### src/verilog/mod_arith_pkg.sv
// Shared widths and types for the divider; DATA_W fixes every width, moduli must be odd and > 2
`default_nettype none

package mod_arith_pkg;

  ////////////////////////////////////////////////////////////////////////////
  // Widths
  ////////////////////////////////////////////////////////////////////////////

  // Operand and modulus width
  localparam int DATA_W = 16;

  // Bit counter width for the multiplier scan
  localparam int CNT_W = $clog2(DATA_W);

  ////////////////////////////////////////////////////////////////////////////
  // Types
  ////////////////////////////////////////////////////////////////////////////

  // Value already reduced below the modulus
  typedef logic [DATA_W-1:0] residue_t;

  // One guard bit for add before subtract
  typedef logic [DATA_W:0] wide_t;

  // Remaining multiplier steps
  typedef logic [CNT_W-1:0] bit_cnt_t;

  // One division request
  // Numerator in the upper field, modulus in the lower
  typedef struct packed {
    residue_t numerator;
    residue_t denominator;
    residue_t modulus;
  } div_operands_t;

endpackage

`default_nettype wire
### src/verilog/mod_divider.sv
// Four-phase req/ack modular divider; one request at a time, no check for a non-invertible denominator
`default_nettype none

module mod_divider (
  input  logic                         CLK,
  input  logic                         RST,
  input  logic                         req,
  input  mod_arith_pkg::div_operands_t operands,
  output logic                         ack,
  output mod_arith_pkg::residue_t      quotient
);
  import mod_arith_pkg::*;

  typedef enum logic [2:0] {
    SEQ_IDLE,
    SEQ_INVERT,
    SEQ_MULTIPLY,
    SEQ_DONE,
    SEQ_RELEASE
  } seq_state_t;

  seq_state_t    state;
  div_operands_t ops_q;

  logic     inv_start;
  logic     inv_ready;
  residue_t inverse;
  logic     mul_start;
  logic     mul_ready;
  residue_t product;

  ////////////////////////////////////////////////////////////////////////////
  // Engines
  ////////////////////////////////////////////////////////////////////////////

  // Inverse of the denominator
  mod_inverter inverter0 (
    .CLK     (CLK),
    .RST     (RST),
    .start   (inv_start),
    .value   (ops_q.denominator),
    .modulus (ops_q.modulus),
    .ready   (inv_ready),
    .inverse (inverse)
  );

  // Inverse times numerator
  mod_multiplier multiplier0 (
    .CLK     (CLK),
    .RST     (RST),
    .start   (mul_start),
    .a       (inverse),
    .b       (ops_q.numerator),
    .modulus (ops_q.modulus),
    .ready   (mul_ready),
    .product (product)
  );

  ////////////////////////////////////////////////////////////////////////////
  // Sequencer
  ////////////////////////////////////////////////////////////////////////////

  always_ff @(posedge CLK or posedge RST) begin
    if (RST) begin
      state     <= SEQ_IDLE;
      ack       <= 1'b0;
      inv_start <= 1'b0;
      mul_start <= 1'b0;
    end else begin
      // Start strobes last one cycle
      inv_start <= 1'b0;
      mul_start <= 1'b0;
      case (state)
        SEQ_IDLE: begin
          // Ack already low here, so req high means a new request
          if (req) begin
            inv_start <= 1'b1;
            state     <= SEQ_INVERT;
          end
        end
        SEQ_INVERT: begin
          if (inv_ready) begin
            mul_start <= 1'b1;
            state     <= SEQ_MULTIPLY;
          end
        end
        SEQ_MULTIPLY: begin
          if (mul_ready) begin
            state <= SEQ_DONE;
          end
        end
        SEQ_DONE: begin
          // Quotient loads on this same edge
          ack   <= 1'b1;
          state <= SEQ_RELEASE;
        end
        SEQ_RELEASE: begin
          // Hold ack until the caller drops req
          if (!req) begin
            ack   <= 1'b0;
            state <= SEQ_IDLE;
          end
        end
        default: begin
          state <= SEQ_IDLE;
        end
      endcase
    end
  end

  // Operand latch and result register
  always_ff @(posedge CLK) begin
    if (state == SEQ_IDLE && req) begin
      ops_q <= operands;
    end
    if (state == SEQ_DONE) begin
      quotient <= product;
    end
  end

endmodule

`default_nettype wire

### src/verilog/mod_multiplier.sv
// MSB-first shift-and-add modular product; a and b must be below modulus, ready DATA_W+1 after start
`default_nettype none

module mod_multiplier (
  input  logic                    CLK,
  input  logic                    RST,
  input  logic                    start,
  input  mod_arith_pkg::residue_t a,
  input  mod_arith_pkg::residue_t b,
  input  mod_arith_pkg::residue_t modulus,
  output logic                    ready,
  output mod_arith_pkg::residue_t product
);
  import mod_arith_pkg::*;

  typedef enum logic {
    MUL_IDLE,
    MUL_RUN
  } mul_state_t;

  mul_state_t state;
  bit_cnt_t   cnt;

  // Operands captured at start
  residue_t a_q;
  residue_t b_q;
  residue_t m_q;

  wide_t acc;
  wide_t mod_w;
  wide_t dbl;
  wide_t dbl_red;
  wide_t sum;
  wide_t sum_red;

  ////////////////////////////////////////////////////////////////////////////
  // One scan step
  ////////////////////////////////////////////////////////////////////////////

  assign mod_w = {1'b0, m_q};

  // Accumulator below modulus, so doubling fits the guard bit
  assign dbl     = {acc[DATA_W-1:0], 1'b0};
  assign dbl_red = (dbl >= mod_w) ? (dbl - mod_w) : dbl;

  // Add a for a set bit, then reduce once more
  assign sum     = dbl_red + (b_q[DATA_W-1] ? {1'b0, a_q} : '0);
  assign sum_red = (sum >= mod_w) ? (sum - mod_w) : sum;

  // Control and bit counter
  always_ff @(posedge CLK or posedge RST) begin
    if (RST) begin
      state <= MUL_IDLE;
      cnt   <= '0;
      ready <= 1'b0;
    end else begin
      ready <= 1'b0;
      case (state)
        MUL_IDLE: begin
          if (start) begin
            cnt   <= bit_cnt_t'(DATA_W - 1);
            state <= MUL_RUN;
          end
        end
        MUL_RUN: begin
          if (cnt == '0) begin
            ready <= 1'b1;
            state <= MUL_IDLE;
          end else begin
            cnt <= cnt - 1'b1;
          end
        end
        default: begin
          state <= MUL_IDLE;
        end
      endcase
    end
  end

  // Accumulator and operand shift
  always_ff @(posedge CLK) begin
    if (state == MUL_IDLE) begin
      if (start) begin
        a_q <= a;
        b_q <= b;
        m_q <= modulus;
        acc <= '0;
      end
    end else begin
      acc <= sum_red;
      b_q <= b_q << 1;
      // Last bit, product held until the next pass ends
      if (cnt == '0) begin
        product <= sum_red[DATA_W-1:0];
      end
    end
  end

endmodule

`default_nettype wire

### src/verilog/mod_inverter.sv
// Binary extended Euclid inverse; needs odd modulus > 2 and value coprime to it, else may hang
`default_nettype none

module mod_inverter (
  input  logic                    CLK,
  input  logic                    RST,
  input  logic                    start,
  input  mod_arith_pkg::residue_t value,
  input  mod_arith_pkg::residue_t modulus,
  output logic                    ready,
  output mod_arith_pkg::residue_t inverse
);
  import mod_arith_pkg::*;

  ////////////////////////////////////////////////////////////////////////////
  // Declarations
  ////////////////////////////////////////////////////////////////////////////

  typedef enum logic [2:0] {
    INV_IDLE,
    INV_TEST,
    INV_HALVE_U,
    INV_HALVE_V,
    INV_SUBTRACT
  } inv_state_t;

  inv_state_t state;

  // Invariants x*value == u and y*value == v, modulo modulus
  wide_t u;
  wide_t v;
  wide_t x;
  wide_t y;

  wide_t mod_w;
  wide_t x_adj;
  wide_t y_adj;
  wide_t x_sub;
  wide_t y_sub;
  logic  u_one;
  logic  v_one;
  logic  x_red;
  logic  y_red;

  ////////////////////////////////////////////////////////////////////////////
  // Next values
  ////////////////////////////////////////////////////////////////////////////

  assign mod_w = {1'b0, modulus};

  // End of search
  assign u_one = (u == wide_t'(1));
  assign v_one = (v == wide_t'(1));

  // Coefficient already below modulus
  assign x_red = (x < mod_w);
  assign y_red = (y < mod_w);

  // Make odd coefficient even before halving
  // Sum stays below 2*modulus, guard bit holds it
  assign x_adj = x[0] ? (x + mod_w) : x;
  assign y_adj = y[0] ? (y + mod_w) : y;

  // Coefficient difference kept in range
  assign x_sub = (x >= y) ? (x - y) : (x + mod_w - y);
  assign y_sub = (y >= x) ? (y - x) : (y + mod_w - x);

  ////////////////////////////////////////////////////////////////////////////
  // Control
  ////////////////////////////////////////////////////////////////////////////

  always_ff @(posedge CLK or posedge RST) begin
    if (RST) begin
      state <= INV_IDLE;
      ready <= 1'b0;
    end else begin
      // Single cycle pulse
      ready <= 1'b0;
      case (state)
        INV_IDLE: begin
          if (start) begin
            state <= INV_TEST;
          end
        end
        INV_TEST: begin
          // Ender: pick the next reduction step
          if (u_one) begin
            if (x_red) begin
              ready <= 1'b1;
              state <= INV_IDLE;
            end
          end else if (v_one) begin
            if (y_red) begin
              ready <= 1'b1;
              state <= INV_IDLE;
            end
          end else if (!u[0]) begin
            state <= INV_HALVE_U;
          end else if (!v[0]) begin
            state <= INV_HALVE_V;
          end else begin
            state <= INV_SUBTRACT;
          end
        end
        INV_HALVE_U: begin
          // v untouched here
          state <= v[0] ? INV_SUBTRACT : INV_HALVE_V;
        end
        INV_HALVE_V: begin
          state <= INV_SUBTRACT;
        end
        INV_SUBTRACT: begin
          state <= INV_TEST;
        end
        default: begin
          state <= INV_IDLE;
        end
      endcase
    end
  end

  ////////////////////////////////////////////////////////////////////////////
  // Datapath
  ////////////////////////////////////////////////////////////////////////////

  always_ff @(posedge CLK) begin
    case (state)
      INV_IDLE: begin
        if (start) begin
          u <= {1'b0, value};
          v <= mod_w;
          x <= wide_t'(1);
          y <= '0;
        end
      end
      INV_TEST: begin
        // Final correction or result capture
        if (u_one) begin
          if (x_red) begin
            inverse <= x[DATA_W-1:0];
          end else begin
            x <= x - mod_w;
          end
        end else if (v_one) begin
          if (y_red) begin
            inverse <= y[DATA_W-1:0];
          end else begin
            y <= y - mod_w;
          end
        end
      end
      INV_HALVE_U: begin
        u <= u >> 1;
        x <= x_adj >> 1;
      end
      INV_HALVE_V: begin
        v <= v >> 1;
        y <= y_adj >> 1;
      end
      INV_SUBTRACT: begin
        // Larger minus smaller
        if (u >= v) begin
          u <= u - v;
          x <= x_sub;
        end else begin
          v <= v - u;
          y <= y_sub;
        end
      end
      default: begin
        u <= u;
      end
    endcase
  end

endmodule

`default_nettype wire

### config.mk
export PLATFORM = sky130hd
export DESIGN_NAME = mod_divider
export DESIGN_NICKNAME = d
export VERILOG_FILES = /design/src/verilog/mod_arith_pkg.sv /design/src/verilog/mod_divider.sv /design/src/verilog/mod_multiplier.sv /design/src/verilog/mod_inverter.sv
export SDC_FILE = /design/constraint.sdc
export NUM_CORES = 1
export LEC_CHECK = 0
export BUFFER_PORTS_ARGS = -buffer_cell sky130_fd_sc_hd__buf_2
export CAP_MARGIN = 20
export CORE_ASPECT_RATIO = 0.8
export CORE_UTILIZATION = 35
export DETAILED_ROUTE_END_ITERATION = 8
export HOLD_SLACK_MARGIN = 0.1
export SLEW_MARGIN = 25
export SYNTH_ARGS = -nofsm -noshare
export SYNTH_HDL_FRONTEND = slang
export SYNTH_SLANG_ARGS = --single-unit
export TNS_END_PERCENT = 20
### constraint.sdc
create_clock -name CLK -period 13.9 [get_ports CLK]
set_input_delay 0 -clock CLK [delete_from_list [all_inputs] [get_ports CLK]]
set_output_delay 0 -clock CLK [all_outputs]
set_load 0.03 [all_outputs]
---- Yosys cells after proc, flatten, opt, wreduce, memory -nomap -nowiden ----
Index checks and enable logic that the tools add are counted.
word-level totals
  register bits after elaboration ......... 244
  bits in latches ......................... 0
  RAM bits ................................ 0
  bits in read-only memories .............. 0
  output and inout bits ................... 17
  logic and storage cells ................. 160
  memories kept ........................... 0
operators by class
  add/subtract/negate cells ............... 14
  multiply operators ...................... 0
  div/mod/pow operators ................... 0
  $lt $le $gt $ge ......................... 7
  equal/unequal tests ..................... 27
  shift-type cells ........................ 0
  multiplexer cells ....................... 64
  bitwise logic cells ..................... 1
  reductions and logical operators ........ 23
operator list
  operator               number
  $mux W17               18
  $mux W16               10
  $pmux W17 S4           2
  $pmux W17 S3           2
  $sub A17 B17 Y17       6
  $add A17 B16 Y17       3
  $ge A17 B17 Y1         3
  $sub A17 B16 Y17       3
  $eq A17 B1 Y1 const B  2
  $ge A17 B16 Y1         2
  $lt A17 B16 Y1         2
  $mux W3                11
  $pmux W3 S5            2
  $ne A2 B2 Y1 const B   10
  $sub A16 B16 Y16       1
  $mux W1                14
  $eq A3 B2 Y1 const B   4
  $ne A2 B1 Y1 const B   5
  $reduce_and A3 Y1      3
  $mux W4                2
  $pmux W4 S2            1
  $reduce_and A2 Y1      4
  $reduce_and A4 Y1      2
  $reduce_bool A2 Y1     4
  other kinds (14)       20

---- Logic depth before layout (Yosys ltp) ----
Gate-level depths: netlist of run 1.
  depth in word-level cells ............... 6
  depth in mapped cells ................... 30
  depth with buffers taken out ............ 28

---- Hierarchy ----
Synthesis of run 1 repeated with hierarchy kept, for this count alone.
second synthesis, totals
  cell total of the unflattened synthesis .. 2245
  area, all modules ....................... 20996.4 µm²
modules (own cells, without submodules)
  module          instances  cells each  area an instance (µm²)  seq. area each (µm²)
  mod_inverter    1          1588        12779.8                 2622.5
  mod_multiplier  1          571         6024.5                  2542.4
  mod_divider     1          86          2192.1                  2072.0

---- Least setup slack after synthesis of run 1 ----
No wires, ideal clock.
  kind .................................... register -> register
  from .................................... register multiplier0.acc[8]
  to ...................................... register multiplier0.acc[10] (data pin)
  arrival ................................. 6.074 ns
  data required time ...................... 13.645 ns
  setup slack ............................. 7.571 ns
  stages on the path, launching flop included .. 30
  path buffers ............................ 3
  period minus slack after synthesis ...... 6.329 ns
  cells stage by stage .................... edfxtp_1 > ha_1 > a21oi_1 > o221ai_1 > a21oi_1 > nand2_1 > nand2_1 > nand2_1 > buf_1 > nor2_1 > a21oi_1 > ha_1 > o21ai_0 > nand2_1 > a31oi_1 > o211ai_1 > nand2b_1 > a41oi_1 > xnor2_1 > ha_1 > clkbuf_1 > nand3_1 > nand3_1 > nor4b_2 > nor2_1 > or4_4 > a211oi_4 > buf_8 > mux2_4 > and2_1
between the ends
  word-level cells in the longest chain between the ends .. 6
  elaborated cells between the ends (all ways) .. 8
RTL lines
  what                                                RTL line              RTL
  from (decl)                                         mod_multiplier.sv:29  wide_t acc;
  from (signal assigned)                              mod_multiplier.sv:90  acc <= sum_red;
  $sub A17 B16 Y17 or $ge A17 B16 Y1 (tied branches)  mod_multiplier.sv:44  assign dbl_red = (dbl >= mod_w) ? (dbl - mod_w) : dbl;
  $mux W17 (*)                                        mod_multiplier.sv:44
  $add A17 B16 Y17 (*)                                mod_multiplier.sv:47  assign sum = dbl_red + (b_q[DATA_W-1] ? {1'b0, a_q} : '0);
  $sub A16 B16 Y16 or $ge A17 B16 Y1 (tied branches)  mod_multiplier.sv:48  assign sum_red = (sum >= mod_w) ? (sum - mod_w) : sum;
  $mux W16 (*)                                        mod_multiplier.sv:48
  via multiplier0.sum_red[10]                         mod_multiplier.sv:34  wide_t sum_red;
  $mux W16 (*)                                        mod_multiplier.sv:82  if (state == MUL_IDLE) begin
Mark *: on every way through the listed nets, which the timed path passes. The rest lies on a longest branch.
A chain may end at the register's enable or synchronous reset.

---- Final worst setup path of run 1 ----
  from .................................... register multiplier0.acc[10]
  to ...................................... register multiplier0.acc[3] (data pin)
between the ends
  word-level cells in the longest chain between the ends .. 6
  elaborated cells between the ends (all ways) .. 8
RTL lines
  what                                                RTL line
  $sub A17 B16 Y17 or $ge A17 B16 Y1 (tied branches)  mod_multiplier.sv:44
  $mux W17 (*)                                        mod_multiplier.sv:44
  $add A17 B16 Y17 (*)                                mod_multiplier.sv:47
  $ge A17 B16 Y1 or $sub A16 B16 Y16 (tied branches)  mod_multiplier.sv:48
  $mux W16 (*)                                        mod_multiplier.sv:48
  via multiplier0.sum_red[3]                          mod_multiplier.sv:34
  $mux W16 (*)                                        mod_multiplier.sv:82
Marks and branches as above.

==> metrics.txt, run 1 <==
RSZ-0062 raised after global routing=no; # diodes=0; Hold Path Depth=2; Final ANT Viol Nets=0; setup tns final=0 ns; Placer Congestion=0.929; clock tree buffer depth=3; clk root buf=clkbuf_16; most frequent cells in the layout=edfxtp_1 (227), ha_1 (217), inv_1 (171), a21oi_1 (152), o21ai_0 (149); Total Routed Length=61400 µm; RR Startpoint=multiplier0.acc[10]; combinational share of power=0.615; vias in the first global route=16265; DIE WIDTH=270 µm; vias after detailed routing=16923; PortBufs=67; Fmax achieved=127 MHz; # rows=78; CTS Sinks=244; status=completed; register area share after synthesis=0.360; share of the synthesized area in the top cell type=0.339; Clock Pin Slew Worst Setup and Hold Paths=0.06 ns; maxcap violations=0; CTS tree=done; switching power=0.00225 W; nets@finish=2510; endpoints failing hold=0; commonest non-fill, non-tap cell in the layout=edfxtp_1; worst-path maximum fanout=23; post-synth top area cell=edfxtp_1; Post-synth EDFFs=227; complex-gate fraction of the synthesized area=0.214; Worst EP arrival=8.23 ns; R2R cell count=26; # fillers=5606; Area contributors post-synth=edfxtp_1 (34%), ha_1 (13%), xnor2_1 (5.2%); max_slew headroom=0.253; r2r setup slk=6.00 ns; GR Util All Layers=0.205; Hold Crit Class=in -> reg; worst clock skew=0.0205 ns; Finish-stage setup viols=0; H-tree levels=1; initial antenna violation count=5; Clock power frac=0.156; global-route wire length before repair=94100 µm; Least-Margin Pin Slew=1.12 ns; postcts setup bufs=0; Power Density=209 nW/µm²; Min-Delay Startpoint=operands[20]; Synth Area per Inst=9.39 µm²; Syn Inst Count=2144; largest net degree at the start of global routing=45; xor/xnor share of the synthesized area=0.0740; height of the die=217 µm; Cell Area, Synth=20100 µm²; CTS buffer count=27; post-synthesis mux area share=0.0266; Setup crit end kind=register; Seq pwr share=0.229; Starting Density=0.354; maximum vdd drop=0.149 mV; share of cells above drive strength 1=0.0813; HPWL after detailed placement=46600 µm; CTS-repair resized insts=0; P&R area growth vs syn=12.6%; period utilisation layout=0.568; Post-Synth Adder-Cell Area=0.148; Worst R2R End=multiplier0.acc[3]; WL per Instance=20.4 µm; total power=0.00474 W; Top Ports=68; asr flop ratio synth=0.0656; Worst-Skew Late Latency=0.58 ns; Slew Limit Fails=0; largest family of logic cells by synthesized area=compound AO/OA/AOI/OAI gates; LEAKAGE=9.07 nW; #FFs+latches synth=244; CP Data Required Time=14.23 ns; CP Launch Type=register; Net Sw Frac=0.474; Crit Path Category=reg -> reg; DRT Pass-1 Iters=6; vias per cell=5.62; Final Critical Period=7.90 ns; post-synthesis cell type count=77; total gr overflow=0; Power Internal=0.00250 W; initial DRC count=1923; hold endpoint=ops_q[20]; Post-synth top flop=edfxtp_1; drc violations=0; area of the core=56800 µm²; syn nets=2425; Synth Warn #=0; Die Area=58500 µm²; Post-Synth Simple-Gate Area=0.130
-- metrics by stage --
step	instances	setup slack, ns	util	cell area (µm²)	hold WS (ns)
2_1_floorplan	2144	7.57	-	20100	-0.0863
3_3_place_gp	2909	6.19	0.374	21300	0.154
3_5_place_dp	2909	6.07	0.374	21300	0.154
4_1_cts	3010	6.03	0.399	22700	0.103
5_1_grt	3010	5.40	0.399	22700	0.127
6_report	3010	6.00	0.399	22700	0.132
-- cell type report --
type / instances / area [µm²] / area share
Multi-Input combinational cell: 1646 / 11900 / 0.527
Timing Repair Buffer: 138 / 996 / 0.0439
Clock buffer: 35 / 726 / 0.0320
Inverter: 172 / 646 / 0.0285
Tap cell: 760 / 951 / 0.0420
Clock inverter: 15 / 160 / 0.00707
Sequential cell: 244 / 7240 / 0.319
-- worst max-delay path by stage --
stage                     depth (start not counted)  slack [ns]                  end           startpoint
after CTS                                        26        6.03   multiplier0.acc[3]  multiplier0.acc[10]
final                                            26        6.00   multiplier0.acc[3]  multiplier0.acc[10]
after floorplan                                  29        7.57  multiplier0.acc[10]   multiplier0.acc[8]
after global routing                             27        5.40   multiplier0.acc[3]  multiplier0.m_q[11]
after detailed placement                         26        6.07   multiplier0.acc[3]  multiplier0.acc[10]
after global placement                           26        6.19   multiplier0.acc[8]   multiplier0.acc[8]
-- synth_stat cells (all sizes together) (10+ instances only) --
library cell and count:
xnor2 120, o22ai 11, mux2i 22, and2 42, nand2b 39, o211ai 31
a211oi 25, o21bai 24, o21ai 151, nor2 146, nand2 135, a21oi 152
nand3 31, nor2b 25, clkbuf 75, o21a 35, fa 13, edfxtp 227
xor2 50, nor4 10, a21o 55, mux2 26, a22oi 32, inv 171
or3 12, nand4 15, o221ai 21, a31oi 18, or2 11, dfrtp 16
nor3 51, ha 217, o31ai 14, a22o 14
-- kinds of logic (layout without fill, tap and decap cells) --
| group | count (synthesis) | count (layout) |
|---|---|---|
| AO/OA/AOI/OAI | 658 | 658 |
| AND/OR/NAND/NOR | 540 | 540 |
| buffers and inverters | 254 | 360 |
| flip-flops | 244 | 244 |
| adder cells (fa/ha/maj) | 230 | 230 |
| XOR/XNOR | 170 | 170 |
| multiplexers | 48 | 48 |
-- per-layer routing --
| metal | GRT usage | wire, µm | vias to the layer above |
|---|---|---|---|
| li1 | - | - | 8006 |
| met1 | 0.311 | 29400 | 8083 |
| met2 | 0.298 | 25000 | 752 |
| met3 | 0.0381 | 5600 | 78 |
| met4 | 0.0422 | 1400 | 4 |
| met5 | 0 | 27 | - |
-- registers in the layout (all words and copies together), names as in the netlist, 3 cells and up --
| register | count |
|---|---|
| ops_q | 48 |
| inverter0.u | 17 |
| inverter0.v | 17 |
| inverter0.x | 17 |
| inverter0.y | 17 |
| inverter0.inverse | 16 |
| multiplier0.a_q | 16 |
| multiplier0.acc | 16 |
| multiplier0.b_q | 16 |
| multiplier0.m_q | 16 |
| multiplier0.product | 16 |
| quotient | 16 |
| multiplier0.cnt | 4 |
| inverter0.state | 3 |
| state | 3 |
-- power by group through the flow --
stage / Combinational (W) / Sequential [W] / Clock [W]
floorplan: 0.00215 / 0.00102 / 0
global placement: 0.00276 / 0.00109 / 0
detailed placement: 0.00281 / 0.00109 / 0
CTS: 0.00285 / 0.00108 / 0.000752
global route: 0.00320 / 0.00109 / 0.000776
finish: 0.00292 / 0.00109 / 0.000740
-- worst max-delay path, stage by stage (launching register included) --
cell	delay, ns
edfxtp_1	0.39
ha_1	0.37
a21oi_1	0.32
o221ai_1	0.22
a21oi_1	0.22
nand2_1	0.13
nand2_1	0.11
nand2_1	0.50
mux2_2	0.50
ha_1	0.31
a211oi_1	0.37
o211ai_1	0.15
a31oi_1	0.39
o211ai_1	0.18
nand2b_1	0.20
a41oi_1	0.25
xnor2_1	0.19
ha_1	0.36
nand3_1	0.13
nand3_1	0.11
nor4b_2	0.23
nor2_1	0.11
or4_4	0.50
a211oi_4	0.49
buf_4	0.35
mux2_2	0.38
and2_1	0.17
-- repair_timing --
action	in CTS	in global routing
hold buffers	51	0
endpoints found under the hold margin	72	0
setup endpoints to repair	0	0
No activity file was read; power rests on OpenSTA's default activity.
==> inputs of run 2 (changes only) <==
clock period = 6.7 ns   (was 13.9 ns; I/O delays follow)
==> run 2 against run 1 <==
  * Final cell count increased by 0.80%
  * Sequential share of layout area decreased by 0.74 points
  * Critical path depth is 3 higher
  * First-iteration DRC count down 21%
  * Clock power grew 130%
  * Die area is the same
  * Non-clock buffer count increased by 23
==> metrics.txt, run 2 (same netlist as run 1, synthesis figures left out) <==
commonest non-fill, non-tap cell in the layout=edfxtp_1; Total Routed Length=61700 µm (+0.58%); Largest stage delay, worst path=0.43 ns (-0.07 ns); DRT Pass-1 Iters=5 (-1); worst-path maximum fanout=6 (-74%); Setup WS post-layout=0.197 ns (-5.81 ns); largest register by flop count=ops_q; CP Launch Type=register; max_slew headroom=0.306 (+0.0524); initial DRC count=1516 (-21%); Hold Crit Class=in -> reg; Worst EP arrival=6.83 ns (-1.40 ns); share of cells above drive strength 1=0.106 (+0.0247); maxcap violations=0 (unchanged); Top Ports=68 (unchanged); pre-CTS WS=0.0822 ns (-5.99 ns); CP max-delay cell=or4_4; status=completed; # rows=78 (unchanged); most frequent cells in the layout=edfxtp_1 (227), ha_1 (208), inv_1 (171), a21oi_1 (148), o21ai_0 (144); Clock Pin Slew Worst Setup and Hold Paths=0.07 ns (about the same); WL per Instance=20.3 µm (-0.22%); LEAKAGE=9.29 nW (+2.4%); CP Data Required Time=7.03 ns (-7.20 ns); clock tree buffer depth=3 (unchanged); CTS buffer count=27 (unchanged); drc violations=0 (unchanged); CTS Sinks=244 (unchanged); final std cells w/o fill=3034 (+0.80%); worst clock skew=0.0293 ns (+0.00878 ns); Least-Margin Pin Slew=1.04 ns (-0.0759 ns); Crit Path Category=reg -> reg; P&R area growth vs syn=15.3%; initial antenna violation count=2 (-3); Setup crit end kind=register; cell mode on critical path=nand2_1; CTS tree=done; area of the core=56800 µm² (unchanged); Power Density=429 nW/µm² (+100%); Final ANT Viol Nets=0 (unchanged); vias per cell=5.56 (-1.1%); vias after detailed routing=16869 (-0.32%); endpoints failing hold=0 (unchanged); post-placement cell count=2921 (+0.41%); Worst-Skew Late Latency=0.59 ns (about the same); maximum vdd drop=0.254 mV (+70%); GR Util All Layers=0.204 (-0.000390); HPWL after detailed placement=46900 µm (+0.72%); max reg flops=48 (unchanged); area of the multi-input gates=12200 µm² (+1.9%); H-tree levels=1 (unchanged); Sequential Area=7240 µm² (unchanged); Die Area=58500 µm² (unchanged); # fillers=5576 (-0.54%); total gr overflow=0 (unchanged); Final Critical Period=6.50 ns (-1.39 ns); Finish-stage setup viols=0 (unchanged); clk root buf=clkbuf_16; Slew Limit Fails=0 (unchanged); Placer Congestion=0.962 (+3.5%); PortBufs=67 (unchanged); period utilisation layout=0.971 (+0.403); largest net degree at the start of global routing=46 (+2.2%); total power=0.00995 W (+110%); global-route wire length before repair=93700 µm (-0.40%); vias in the first global route=16208 (-0.35%); DIE WIDTH=270 µm (unchanged); Fmax achieved=154 MHz (+21%); height of the die=217 µm (unchanged); Starting Density=0.354 (unchanged); nets@finish=2533 (+0.92%)
==> run 2: through the flow <==
step / setup TNS (ns) / hold WS, ns / utilization / cell area [µm²]
6_report: 0 / 0.122 / 0.409 / 23200
3_3_place_gp: 0 / 0.150 / 0.376 / 21400
2_1_floorplan: 0 / -0.0863 / - / 20100
5_1_grt: -0.320 / 0.121 / 0.408 / 23200
3_5_place_dp: 0 / 0.164 / 0.376 / 21400
4_1_cts: 0 / 0.109 / 0.403 / 22900
==> run 2: metal layers <==
metal | track usage | part of all wire
met1 | 0.306 | 0.48
met2 | 0.298 | 0.41
met3 | 0.0444 | 0.091
met4 | 0.0428 | 0.021
met5 | 0 | 0
==> run 2: final cells by class <==
type	count	share of cell area
antenna	1	0.000108
clock inverter	17	0.0117
multi-input combinational	1646	0.525
clock buffer	33	0.0314
inverter	172	0.0278
tap	760	0.0410
sequential	244	0.312
timing repair buffer	161	0.0516
==> run 2: worst max-delay path, delay by kind of cell, from the launching register on <==
family / cells / cell delay (ns)
compound gates: 10 / 1.95
simple gates: 9 / 1.32
fa+ha+maj: 3 / 1.07
mux: 2 / 0.72
buf+inv: 4 / 0.53
flops: 1 / 0.42
xor+xnor: 1 / 0.25
==> run 2: report_power, final <==
group / switching (W) / total (W) / internal, W / leakage (nW)
sequential: 0.000278 / 0.00223 / 0.00195 / 2.21
combinational: 0.00365 / 0.00603 / 0.00238 / 6.59
clock: 0.000680 / 0.00169 / 0.00101 / 0.479
==> run 2: what timing repair did <==
item	in CTS	in global routing
setup endpoints to repair	0	32
hold buffers	51	0
hold endpoints to repair	71	0
resized for setup	0	41
buffers inserted	0	11
==> run 2: final timing paths <==
check                                           start             endpoint  slack (ns)  cells past startpoint
worst max-delay path               multiplier0.acc[4]   multiplier0.acc[5]        0.20                     29
worst min-delay path                      operands[2]             ops_q[2]        0.12                      2
worst max register to register     multiplier0.acc[4]   multiplier0.acc[5]        0.20                     29
worst min register to register  inverter0.inverse[10]  multiplier0.a_q[10]        0.42                      0
max in group asynchronous                         RST   multiplier0.cnt[0]        5.54                      4
min in group asynchronous                         RST            inv_start        0.68                      4
